$ cat src/rtl/dmaPkg.sv
package dmaPkg;

  // address and word count registers
  localparam int addressWidth = 16;

  // host data bus
  localparam int dataWidth = 8;

  localparam int channels = 4;

  // mode bits kept per channel, taken from the top of the data byte
  localparam int modeWidth = 6;

  // decoded host access
  typedef enum logic [3:0] {
    opNone,
    opWrBaseAddress,
    opRdCurAddress,
    opWrBaseCount,
    opRdCurCount,
    opWrCommand,
    opWrMode,
    opRdStatus,
    opClearPointer
  } regOpT;

endpackage
$ cat src/rtl/dmaDatapath.sv
`timescale 1ns/1ps

module dmaDatapath
  import dmaPkg::*;
(
  input  logic                               busIf,
  input  logic                               arstN,
  input  logic                               csN,
  input  logic                               iorN,
  input  logic                               iowN,
  input  logic [3:0]                         regAddress,
  input  logic [dataWidth-1:0]               writeData,
  input  logic [channels-1:0]                dreq,
  input  logic [channels-1:0]                dack,
  input  logic                               loadTransfer,
  input  logic                               stepTransfer,
  input  logic                               writeBack,
  output logic [dataWidth-1:0]               readData,
  output logic [dataWidth-1:0]               command,
  output logic [channels-1:0][modeWidth-1:0] channelMode,
  output logic [addressWidth-1:0]            memAddress
);

  regOpT                                 regOp;
  logic [1:0]                            regChannel;
  logic [dataWidth-1:0]                  regData;
  logic                                  highByte;
  logic [channels-1:0][addressWidth-1:0] curAddress;
  logic [channels-1:0][addressWidth-1:0] curCount;
  logic [dataWidth-1:0]                  channelReadByte;
  logic [dataWidth-1:0]                  statusByte;
  logic [addressWidth-1:0]               tempAddress;
  logic [addressWidth-1:0]               tempCount;

  hostPort uHostPort (
    .busIf      (busIf),
    .arstN      (arstN),
    .csN        (csN),
    .iorN       (iorN),
    .iowN       (iowN),
    .regAddress (regAddress),
    .writeData  (writeData),
    .regOp      (regOp),
    .regChannel (regChannel),
    .regData    (regData),
    .highByte   (highByte)
  );

  channelRegisters uChannelRegisters (
    .busIf           (busIf),
    .arstN           (arstN),
    .regOp           (regOp),
    .regChannel      (regChannel),
    .regData         (regData),
    .highByte        (highByte),
    .dack            (dack),
    .writeBack       (writeBack),
    .tempAddress     (tempAddress),
    .tempCount       (tempCount),
    .curAddress      (curAddress),
    .curCount        (curCount),
    .channelReadByte (channelReadByte)
  );

  controlRegisters uControlRegisters (
    .busIf       (busIf),
    .arstN       (arstN),
    .regOp       (regOp),
    .regData     (regData),
    .dreq        (dreq),
    .dack        (dack),
    .writeBack   (writeBack),
    .tempCount   (tempCount),
    .command     (command),
    .channelMode (channelMode),
    .statusByte  (statusByte)
  );

  transferCounter uTransferCounter (
    .busIf        (busIf),
    .arstN        (arstN),
    .dack         (dack),
    .loadTransfer (loadTransfer),
    .stepTransfer (stepTransfer),
    .curAddress   (curAddress),
    .curCount     (curCount),
    .tempAddress  (tempAddress),
    .tempCount    (tempCount)
  );

  assign memAddress = tempAddress;

  // read data holds until the next read
  always_ff @(posedge busIf or negedge arstN)
  begin
    if (!arstN)
      readData <= '0;
    else if (regOp == opRdStatus)
      readData <= statusByte;
    else if (regOp inside {opRdCurAddress, opRdCurCount})
      readData <= channelReadByte;
  end

endmodule

$ cat src/rtl/transferCounter.sv
`timescale 1ns/1ps

module transferCounter
  import dmaPkg::*;
(
  input  logic                                  busIf,
  input  logic                                  arstN,
  input  logic [channels-1:0]                   dack,
  input  logic                                  loadTransfer,
  input  logic                                  stepTransfer,
  input  logic [channels-1:0][addressWidth-1:0] curAddress,
  input  logic [channels-1:0][addressWidth-1:0] curCount,
  output logic [addressWidth-1:0]               tempAddress,
  output logic [addressWidth-1:0]               tempCount
);

  logic [addressWidth-1:0] selAddress;
  logic [addressWidth-1:0] selCount;
  logic                    anyAck;

  assign anyAck = |dack;

  // dack is one-hot, so an or of the masked words picks the channel
  always_comb
  begin
    selAddress = '0;
    selCount   = '0;
    for (int i = 0; i < channels; i++)
    begin
      if (dack[i])
      begin
        selAddress = selAddress | curAddress[i];
        selCount   = selCount | curCount[i];
      end
    end
  end

  always_ff @(posedge busIf or negedge arstN)
  begin
    if (!arstN)
    begin
      tempAddress <= '0;
      tempCount   <= '0;
    end
    else if (anyAck)
    begin
      if (loadTransfer)
      begin
        tempAddress <= selAddress;
        tempCount   <= selCount;
      end
      else if (stepTransfer)
      begin
        // count wraps past zero
        tempAddress <= tempAddress + addressWidth'(1);
        tempCount   <= tempCount - addressWidth'(1);
      end
    end
  end

endmodule

$ cat src/rtl/controlRegisters.sv
`timescale 1ns/1ps

module controlRegisters
  import dmaPkg::*;
(
  input  logic                               busIf,
  input  logic                               arstN,
  input  regOpT                              regOp,
  input  logic [dataWidth-1:0]               regData,
  input  logic [channels-1:0]                dreq,
  input  logic [channels-1:0]                dack,
  input  logic                               writeBack,
  input  logic [addressWidth-1:0]            tempCount,
  output logic [dataWidth-1:0]               command,
  output logic [channels-1:0][modeWidth-1:0] channelMode,
  output logic [dataWidth-1:0]               statusByte
);

  logic [channels-1:0] tcHit;

  // terminal count only for the acknowledged channel
  assign tcHit = dack & {channels{tempCount == '0}};

  always_ff @(posedge busIf or negedge arstN)
  begin
    if (!arstN)
      command <= '0;
    else if (regOp == opWrCommand)
      command <= regData;
  end

  // low two data bits pick the channel
  always_ff @(posedge busIf or negedge arstN)
  begin
    if (!arstN)
      channelMode <= '0;
    else if (regOp == opWrMode)
      channelMode[regData[1:0]] <= regData[dataWidth-1:dataWidth-modeWidth];
  end

  // requests in the upper nibble, terminal counts in the lower
  always_ff @(posedge busIf or negedge arstN)
  begin
    if (!arstN)
      statusByte <= '0;
    else if (regOp == opRdStatus)
      statusByte <= '0;
    else if (writeBack && (|dack))
      statusByte <= {dreq, statusByte[channels-1:0] | tcHit};
  end

endmodule

$ cat src/rtl/channelRegisters.sv
`timescale 1ns/1ps

module channelRegisters
  import dmaPkg::*;
(
  input  logic                                  busIf,
  input  logic                                  arstN,
  input  regOpT                                 regOp,
  input  logic [1:0]                            regChannel,
  input  logic [dataWidth-1:0]                  regData,
  input  logic                                  highByte,
  input  logic [channels-1:0]                   dack,
  input  logic                                  writeBack,
  input  logic [addressWidth-1:0]               tempAddress,
  input  logic [addressWidth-1:0]               tempCount,
  output logic [channels-1:0][addressWidth-1:0] curAddress,
  output logic [channels-1:0][addressWidth-1:0] curCount,
  output logic [dataWidth-1:0]                  channelReadByte
);

  logic [channels-1:0][addressWidth-1:0] baseAddress;
  logic [channels-1:0][addressWidth-1:0] baseCount;
  logic                                  wrAddress;
  logic                                  wrCount;
  logic [channels-1:0]                   hostHit;
  logic [addressWidth-1:0]               readWord;

  // replace one byte of a 16-bit word
  function automatic logic [addressWidth-1:0] mergeByte(
    input logic [addressWidth-1:0] word,
    input logic [dataWidth-1:0]    data,
    input logic                    high
  );
    logic [addressWidth-1:0] merged;
    merged = word;
    if (high)
      merged[addressWidth-1:dataWidth] = data;
    else
      merged[dataWidth-1:0] = data;
    return merged;
  endfunction

  assign wrAddress = regOp == opWrBaseAddress;
  assign wrCount   = regOp == opWrBaseCount;

  always_comb
  begin
    for (int i = 0; i < channels; i++)
      hostHit[i] = (wrAddress || wrCount) && (regChannel == 2'(i));
  end

  // base values, written by the host only
  always_ff @(posedge busIf)
  begin
    if (wrAddress)
      baseAddress[regChannel] <= mergeByte(baseAddress[regChannel], regData, highByte);
    if (wrCount)
      baseCount[regChannel] <= mergeByte(baseCount[regChannel], regData, highByte);
  end

  // current values, host write beats writeback on the same channel
  always_ff @(posedge busIf or negedge arstN)
  begin
    if (!arstN)
    begin
      curAddress <= '0;
      curCount   <= '0;
    end
    else
    begin
      for (int i = 0; i < channels; i++)
      begin
        if (hostHit[i])
        begin
          if (wrAddress)
            curAddress[i] <= mergeByte(curAddress[i], regData, highByte);
          if (wrCount)
            curCount[i] <= mergeByte(curCount[i], regData, highByte);
        end
        else if (writeBack && dack[i])
        begin
          curAddress[i] <= tempAddress;
          curCount[i]   <= tempCount;
        end
      end
    end
  end

  // readback byte for the registered read op
  always_comb
  begin
    readWord = (regOp == opRdCurCount) ? curCount[regChannel] : curAddress[regChannel];
    if (regOp inside {opRdCurAddress, opRdCurCount})
      channelReadByte = highByte ? readWord[addressWidth-1:dataWidth] : readWord[dataWidth-1:0];
    else
      channelReadByte = '0;
  end

endmodule

$ cat src/rtl/hostPort.sv
`timescale 1ns/1ps

module hostPort
  import dmaPkg::*;
(
  input  logic                 busIf,
  input  logic                 arstN,
  input  logic                 csN,
  input  logic                 iorN,
  input  logic                 iowN,
  input  logic [3:0]           regAddress,
  input  logic [dataWidth-1:0] writeData,
  output regOpT                regOp,
  output logic [1:0]           regChannel,
  output logic [dataWidth-1:0] regData,
  output logic                 highByte
);

  logic       hostWrite;
  logic       hostRead;
  regOpT      decodedOp;
  logic [1:0] decodedChannel;
  logic       pointerAccess;
  logic       bytePointer;

  assign hostWrite = !csN && !iowN && iorN;
  assign hostRead  = !csN && !iorN && iowN;

  always_comb
  begin
    decodedOp      = opNone;
    decodedChannel = regAddress[2:1];
    if (!regAddress[3])
    begin
      // channel registers, bit 0 picks count over address
      if (hostWrite)
        decodedOp = regAddress[0] ? opWrBaseCount : opWrBaseAddress;
      else if (hostRead)
        decodedOp = regAddress[0] ? opRdCurCount : opRdCurAddress;
    end
    else
    begin
      case (regAddress)
        4'd8:
        begin
          if (hostWrite)
            decodedOp = opWrCommand;
          else if (hostRead)
            decodedOp = opRdStatus;
        end
        4'd11:
        begin
          // mode channel comes with the data
          decodedChannel = writeData[1:0];
          if (hostWrite)
            decodedOp = opWrMode;
        end
        4'd12:
        begin
          if (hostWrite)
            decodedOp = opClearPointer;
        end
        default:
          decodedOp = opNone;
      endcase
    end
  end

  assign pointerAccess = decodedOp inside {opWrBaseAddress, opRdCurAddress,
                                           opWrBaseCount, opRdCurCount};

  always_ff @(posedge busIf or negedge arstN)
  begin
    if (!arstN)
    begin
      regOp       <= opNone;
      regChannel  <= '0;
      highByte    <= 1'b0;
      bytePointer <= 1'b0;
    end
    else
    begin
      regOp      <= decodedOp;
      regChannel <= decodedChannel;
      // byte used by this access, pointer moves on for the next one
      highByte   <= bytePointer;
      if (decodedOp == opClearPointer)
        bytePointer <= 1'b0;
      else if (pointerAccess)
        bytePointer <= ~bytePointer;
    end
  end

  always_ff @(posedge busIf)
  begin
    if (hostWrite)
      regData <= writeData;
  end

endmodule

$ cat config.mk
export PLATFORM = sky130hd
export DESIGN_NAME = dmaDatapath
export DESIGN_NICKNAME = d
export VERILOG_FILES = /design/src/rtl/dmaPkg.sv /design/src/rtl/dmaDatapath.sv /design/src/rtl/transferCounter.sv /design/src/rtl/controlRegisters.sv /design/src/rtl/channelRegisters.sv /design/src/rtl/hostPort.sv
export SDC_FILE = /design/constraint.sdc
export NUM_CORES = 1
export LEC_CHECK = 0
export BUFFER_PORTS_ARGS = -buffer_cell sky130_fd_sc_hd__buf_2
export CAP_MARGIN = 10
export CORE_MARGIN = 1
export CORE_UTILIZATION = 25
export DETAILED_ROUTE_END_ITERATION = 10
export GPL_TIMING_DRIVEN = 1
export SYNTH_ARGS = -nofsm -noshare
export SYNTH_HDL_FRONTEND = slang
export SYNTH_SLANG_ARGS = --single-unit
$ cat constraint.sdc
create_clock -name busIf -period 2.3 [get_ports busIf]
set_input_delay 0.46 -clock busIf [delete_from_list [all_inputs] [get_ports busIf]]
set_output_delay 0.46 -clock busIf [all_outputs]
set_load 0.005 [all_outputs]
==> results of run 1 <==
## layer usage
metal	GRT usage	vias up
met3	0.0294	126
li1	-	4764
met2	0.292	512
met1	0.218	5337
met5	0	-
met4	0.0950	0
## power groups by stage
stage / registers (mW) / clock network [mW] / logic [mW]
3_5_place_dp: 6.28 / 0 / 4.10
2_1_floorplan: 5.77 / 0 / 2.93
3_3_place_gp: 6.22 / 0 / 4.01
4_1_cts: 6.23 / 4.40 / 4.11
6_report: 6.27 / 4.34 / 4.11
5_1_grt: 6.41 / 4.55 / 4.53
## flip-flops by register name, indices dropped and copies added, names as in the netlist
name and count:
uControlRegisters.statusByte 8, uTransferCounter.tempAddress 16, uHostPort.highByte 1, uHostPort.regData 8, uHostPort.regOp 4, uTransferCounter.tempCount 16
uChannelRegisters.curCount 64, uControlRegisters.command 8, uHostPort.bytePointer 1, uChannelRegisters.curAddress 64, uControlRegisters.channelMode 24, uHostPort.regChannel 2
readData 8
## final timing paths
path,from,slack (ns),endpoint
max,uHostPort.regOp[2],0.11,uChannelRegisters.curAddress[5]
min,writeData[3],0.09,uHostPort.regData[3]
max reg2reg,uHostPort.regOp[2],0.11,uChannelRegisters.curAddress[5]
min reg2reg,uHostPort.bytePointer,0.40,uHostPort.highByte
max in group asynchronous,arstN,1.10,uTransferCounter.tempAddress[10]
min in group asynchronous,arstN,0.44,uControlRegisters.channelMode[4]
## final cells by class
cell class | count | share of cell area
tap | 664 | 0.0546
clock inverter | 12 | 0.00994
timing repair buffer | 189 | 0.0886
inverter | 150 | 0.0370
sequential | 224 | 0.371
multi-input combinational | 783 | 0.391
clock buffer | 35 | 0.0483
## through the flow
step	hold slack, ns	TNS [ns]	setup slack [ns]	cell area, um^2	total power [mW]
finish	0.0875	0	0.111	15200	14.7
global route	0.0731	0	0.000427	15200	15.5
CTS	0.0675	0	0.120	15200	14.7
detailed placement	0.385	-0.0205	-0.0205	14300	10.4
floorplan	0.164	0	0.00499	12500	8.70
global placement	0.381	0	0.0340	14300	10.2
## logic make-up (layout without fill, tap and decap cells)
kind of cell    count (synthesis)  after routing  share of synthesized area
fa+ha+maj                       3              3                    0.00300
mux                           197            197                      0.191
buf+inv                       250            386                     0.0775
simple gates                  211            211                     0.0901
flops                         224            224                      0.451
xor+xnor                        1              1                   0.000700
compound gates                371            371                      0.187
## timing repair
action                                  in CTS  in global routing
gates resized for setup                      1                  1
hold buffers                                 1                  0
hold endpoints to repair                    56                  0
endpoints found under the setup margin       1                  1
## critical path, stage by stage (launching register included)
cell	delay [ns]
dfrtp_1	0.39
or4b_4	0.65
o211a_4	0.33
a21oi_4	0.47
mux2i_1	0.27
## synthesized netlist by cell type, types with 4 or more instances
cell type  instances
o21ai_0           46
nand3_1           12
edfxtp_1           8
nor3b_1            4
a21oi_1          187
mux4_2            32
nand2b_1          11
o21ai_2            6
clkbuf_1          72
or4_1              4
nor3_1            52
buf_2             12
dfrtp_1          216
mux2_2            15
mux2i_1          150
a2bb2oi_1          9
nor2b_1           14
buf_1             12
or3_1              6
a222oi_1           4
nand2_1           40
nor4_1            19
nand4_1            8
inv_1            150
o211ai_1          11
a22oi_1           62
nor2_1            24
a22o_1             5
==> out/qor.yml, run 1 <==
status: "finished clean"
min_path_type: "input pin to flop"
drt_wl_total_um: 44700
placed_cells: 2009
yosysWarnings: 0
synth_cell_types: 68
cts_sinks: 224
gp_congestion: 0.964
wire_per_inst_um: 21.7
clockBufferDepth: 3
port_buffers: 83
cts_tree: "yes"
cp_max_fo: 12
final-seq-area_um2: 5650
ys_top_cells_by_area: "dfrtp_1 43%, mux2i_1 12%, a21oi_1 7.5%"
die-width_um: 226
synth.net_count: 1288
intPower_mw: 9.62
p_seq_frac: 0.426
drtPass1Iterations: 5
syn_inst: 1257
drc_errors: 0
synth_top_area_share: 0.432
multiInputGateArea_um2: 5950
fin_skew_ns: 0.0155
final.fill_count: 4996
antenna_found_initial: 0
worstSetupEndpointType: "flop"
die-area_um2: 51000
clk_pin_slew_worst_paths_ns: 0.06
routed.top_layer: "met4"
grt_pass1_wl_um: 67900
p_leak_nw: 7.08
final_util: 0.310
crit_type: "flop to flop"
final_cell_count_no_fill: 2057
gr-total-overflow: 0
worstSkewPairLatency_ns: 0.55
syn_area_um2: 12500
area_delta_synth_final_pct: 21.6
yosys_most_used_dff: "dfrtp_1"
nets: 1405
layout.cells.most_common: "dfrtp_1"
setup_viol: 0
async_flop_share: 0.964
pwr-share-comb: 0.279
cts_setup_buffers: 0
wl_met1_um: 17600
slew_headroom: 0.258
root_buffer: "clkbuf_16"
h-tree-depth: 1
die_h_um: 226
drtAntennaViolNets: 0
worstSetupStartpointType: "flop"
grt_pass1_vias: 10900
rsz0062_at_grt: "false"
drv_cap: 0
coreArea_um2: 49200
ys_ff_latch: 224
peakVddDrop_v: 0.000581
vias: 10700
final_cell_mix: "214 x dfrtp_1, 187 x a21oi_1, 150 x mux2i_1"
grt_start_max_net_pins: 68
finalHoldViolCount: 0
reg2reg_depth: 4
tightestPinTransition_ns: 1.10
dr_wl_met3_um: 3320
slew_violations: 0
fin_crit_ns: 2.19
wl_met2_um: 21400
p_switching_mw: 5.09
holdPathStages: 1
crit_required_ns: 2.76
synth_top_area_cell: "dfrtp_1"
cts_buffers: 26
avgViaCountPerCell: 5.22
dp_hpwl_um: 31700
rows: 81
diodes: 0
post-route-period-util: 0.952
drt_iter0_drc: 966
avgSynthCellArea_um2: 9.96
clock_power_share: 0.295
synth-edff-count: 8
drive_gt1_frac: 0.225
p_per_area_nw_per_um2: 966
swShare: 0.346
start_util: 0.255
io_pins: 84
fmax_mhz: 457
yosysSeqAreaShare: 0.451
track_usage: 0.176
arrival_ns: 2.65
No activity file was read; power rests on OpenSTA's default activity.
==> run 2: changes to the inputs <==
- PLACE_DENSITY: default -> 0.52
==> run 2 against run 1 <==
Routed wire length barely moved. Register-to-register slack improved by 0.03 ns. Global-route usage rose by 0.085 points. Clock skew rose by 0.0027 ns. Count of clock-buffer cells in the layout fell by 2. Core utilization barely moved. Final cell count barely moved. Cell area rose by 0.16%. Clock power fell by 0.9%. Critical path depth rose by 1. Total power fell by 0.54%. Via count fell by 3.0%. Critical path type unchanged.
==> out/qor.yml, run 2 (synthesis gave the netlist of run 1 again) <==
r2r_setup_slack_ns: 0.14  # was 0.11 ns
fin_skew_ns: 0.0183  # was 0.0155 ns
root_buffer: "clkbuf_16"  # unchanged
routed.top_layer: "met4"  # unchanged
cts_sinks: 224  # unchanged
dr_wl_met3_um: 2280  # was 3320 um
cp_max_fo: 19  # was 12
post-route-period-util: 0.940  # was 0.952
layout.cells.most_common: "dfrtp_1"  # unchanged
drt_wl_total_um: 44600  # was 44700 um
reg2reg_depth: 5  # was 4
p_seq_frac: 0.428  # was 0.426
path_cells: "nand4bb_1 > buf_4 > nor2_1 > a21oi_2 > mux2i_1"  # was or4b_4 > o211a_4 > a21oi_4 > mux2i_1
p_switching_mw: 5.01  # was 5.09 mW
grt_start_max_net_pins: 69  # was 68
wire_per_inst_um: 21.7  # about the same
drt_iter0_drc: 1045  # was 966
diodes: 0  # unchanged
dp_hpwl_um: 31500  # was 31700 um
drtPass1Iterations: 6  # was 5
cts_tree: "yes"  # unchanged
clockBufferDepth: 3  # unchanged
holdPathStages: 1  # unchanged
final_cell_mix: "214 x dfrtp_1, 187 x a21oi_1, 150 x mux2i_1"  # unchanged
clk_pin_slew_worst_paths_ns: 0.06  # about the same
arrival_ns: 2.62  # was 2.65 ns
final.fill_count: 5043  # was 4996
cts_resized: 0  # was 1
port_buffers: 83  # unchanged
peakVddDrop_v: 0.000543  # was 0.000581 V
grt_pass1_vias: 10700  # was 10900
nets: 1407  # was 1405
wl_met2_um: 21100  # was 21400 um
p_leak_nw: 7.10  # was 7.08 nW
avgViaCountPerCell: 5.07  # was 5.22
drc_errors: 0  # unchanged
vias: 10400  # was 10700
min_path_type: "input pin to flop"  # unchanged
die-area_um2: 51000  # unchanged
clock_power_share: 0.294  # was 0.295
track_usage: 0.177  # was 0.176
fin_crit_ns: 2.16  # was 2.19 ns
p_per_area_nw_per_um2: 960  # was 966 nW/um^2
swShare: 0.342  # was 0.346
cpMaxStageDelayCell: "a21oi_2"  # was or4b_4
setup-tns-final_ns: 0  # unchanged
critPathMaxStageDelay_ns: 0.80  # was 0.65 ns
fmax_mhz: 462  # was 457 MHz
start_util: 0.255  # unchanged
pwr-share-comb: 0.278  # was 0.279
cts_setup_buffers: 0  # unchanged
final-seq-area_um2: 5650  # unchanged
top_regs: "uChannelRegisters.curAddress (64), uChannelRegisters.curCount (64), uControlRegisters.channelMode (24)"  # unchanged
multiInputGateArea_um2: 5940  # was 5950 um^2
rows: 81  # unchanged
intPower_mw: 9.62  # about the same
worstSkewPairLatency_ns: 0.54  # was 0.55 ns
rsz0062_at_grt: "false"  # unchanged
tightestPinTransition_ns: 0.980  # was 1.10 ns
crit_type: "flop to flop"  # unchanged
coreArea_um2: 49200  # unchanged
worstSetupEndpointType: "flop"  # unchanged
setup_viol: 0  # unchanged
final_util: 0.310  # about the same
slew_headroom: 0.347  # was 0.258
wl_met1_um: 19100  # was 17600 um
gp_congestion: 0.880  # was 0.964
status: "finished clean"  # unchanged
io_pins: 84  # unchanged
die-width_um: 226  # unchanged
drive_gt1_frac: 0.225  # about the same
worstSetupStartpointType: "flop"  # unchanged
slew_violations: 0  # unchanged
crit_required_ns: 2.75  # was 2.76 ns
drtAntennaViolNets: 0  # unchanged
finalHoldViolCount: 0  # unchanged
die_h_um: 226  # unchanged
drv_cap: 0  # unchanged
area_delta_synth_final_pct: 21.8  # was 21.6%
gr-total-overflow: 0  # unchanged
grt_pass1_wl_um: 68000  # was 67900 um
antenna_found_initial: 0  # unchanged
h-tree-depth: 1  # unchanged
cts_buffers: 25  # was 26
[run 2: through the flow]
stage               cells  hold slack, ns  instance area [um^2]  worst slack (ns)  power, mW
floorplan            1257           0.164                 12500           0.00499       8.70
global placement     2012           0.385                 14400             0.187       10.2
detailed placement   2012           0.394                 14400             0.171       10.4
CTS                  2056          0.0814                 15200             0.171       14.7
global route         2056          0.0910                 15200            0.0682       15.4
finish               2056           0.100                 15200             0.138       14.6
[run 2: timing repair]
action                                  in CTS  in global routing
endpoints found under the setup margin       0                  0
hold endpoints to repair                    63                  0
hold buffers                                 1                  0
[run 2: cell type report]
type	instances	share of cell area
clock buffer	33	0.0463
tap	664	0.0545
inverter	150	0.0369
sequential	224	0.370
multi-input combinational	783	0.389
clock inverter	10	0.0102
timing repair buffer	192	0.0924
[run 2: critical path, delay by kind of cell (launching register included)]
family | cells | cell delay (ns)
compound gates | 1 | 0.80
buf+inv | 1 | 0.27
flops | 1 | 0.43
mux | 1 | 0.26
simple gates | 2 | 0.32
[run 2: power groups by stage]
stage	Combinational [mW]	Sequential, mW	Clock (mW)
detailed placement	4.07	6.28	0
CTS	4.09	6.23	4.37
global placement	4.00	6.24	0
global route	4.53	6.41	4.50
finish	4.07	6.26	4.30
floorplan	2.93	5.77	0
[run 2: worst paths after layout]
check,start,to
worst min-delay path,writeData[7],uHostPort.regData[7]
worst max register to register,uHostPort.regChannel[0],uChannelRegisters.curCount[20]
min in group asynchronous,arstN,uControlRegisters.channelMode[4]
worst min register to register,uHostPort.bytePointer,uHostPort.highByte
max in group asynchronous,arstN,uTransferCounter.tempAddress[6]
worst max-delay path,uHostPort.regChannel[0],uChannelRegisters.curCount[20]
[run 2: metal layers]
metal | vias up | track usage
met5 | - | 0
met4 | 0 | 0.0871
met3 | 105 | 0.0177
met2 | 363 | 0.293
met1 | 5188 | 0.231
li1 | 4763 | -
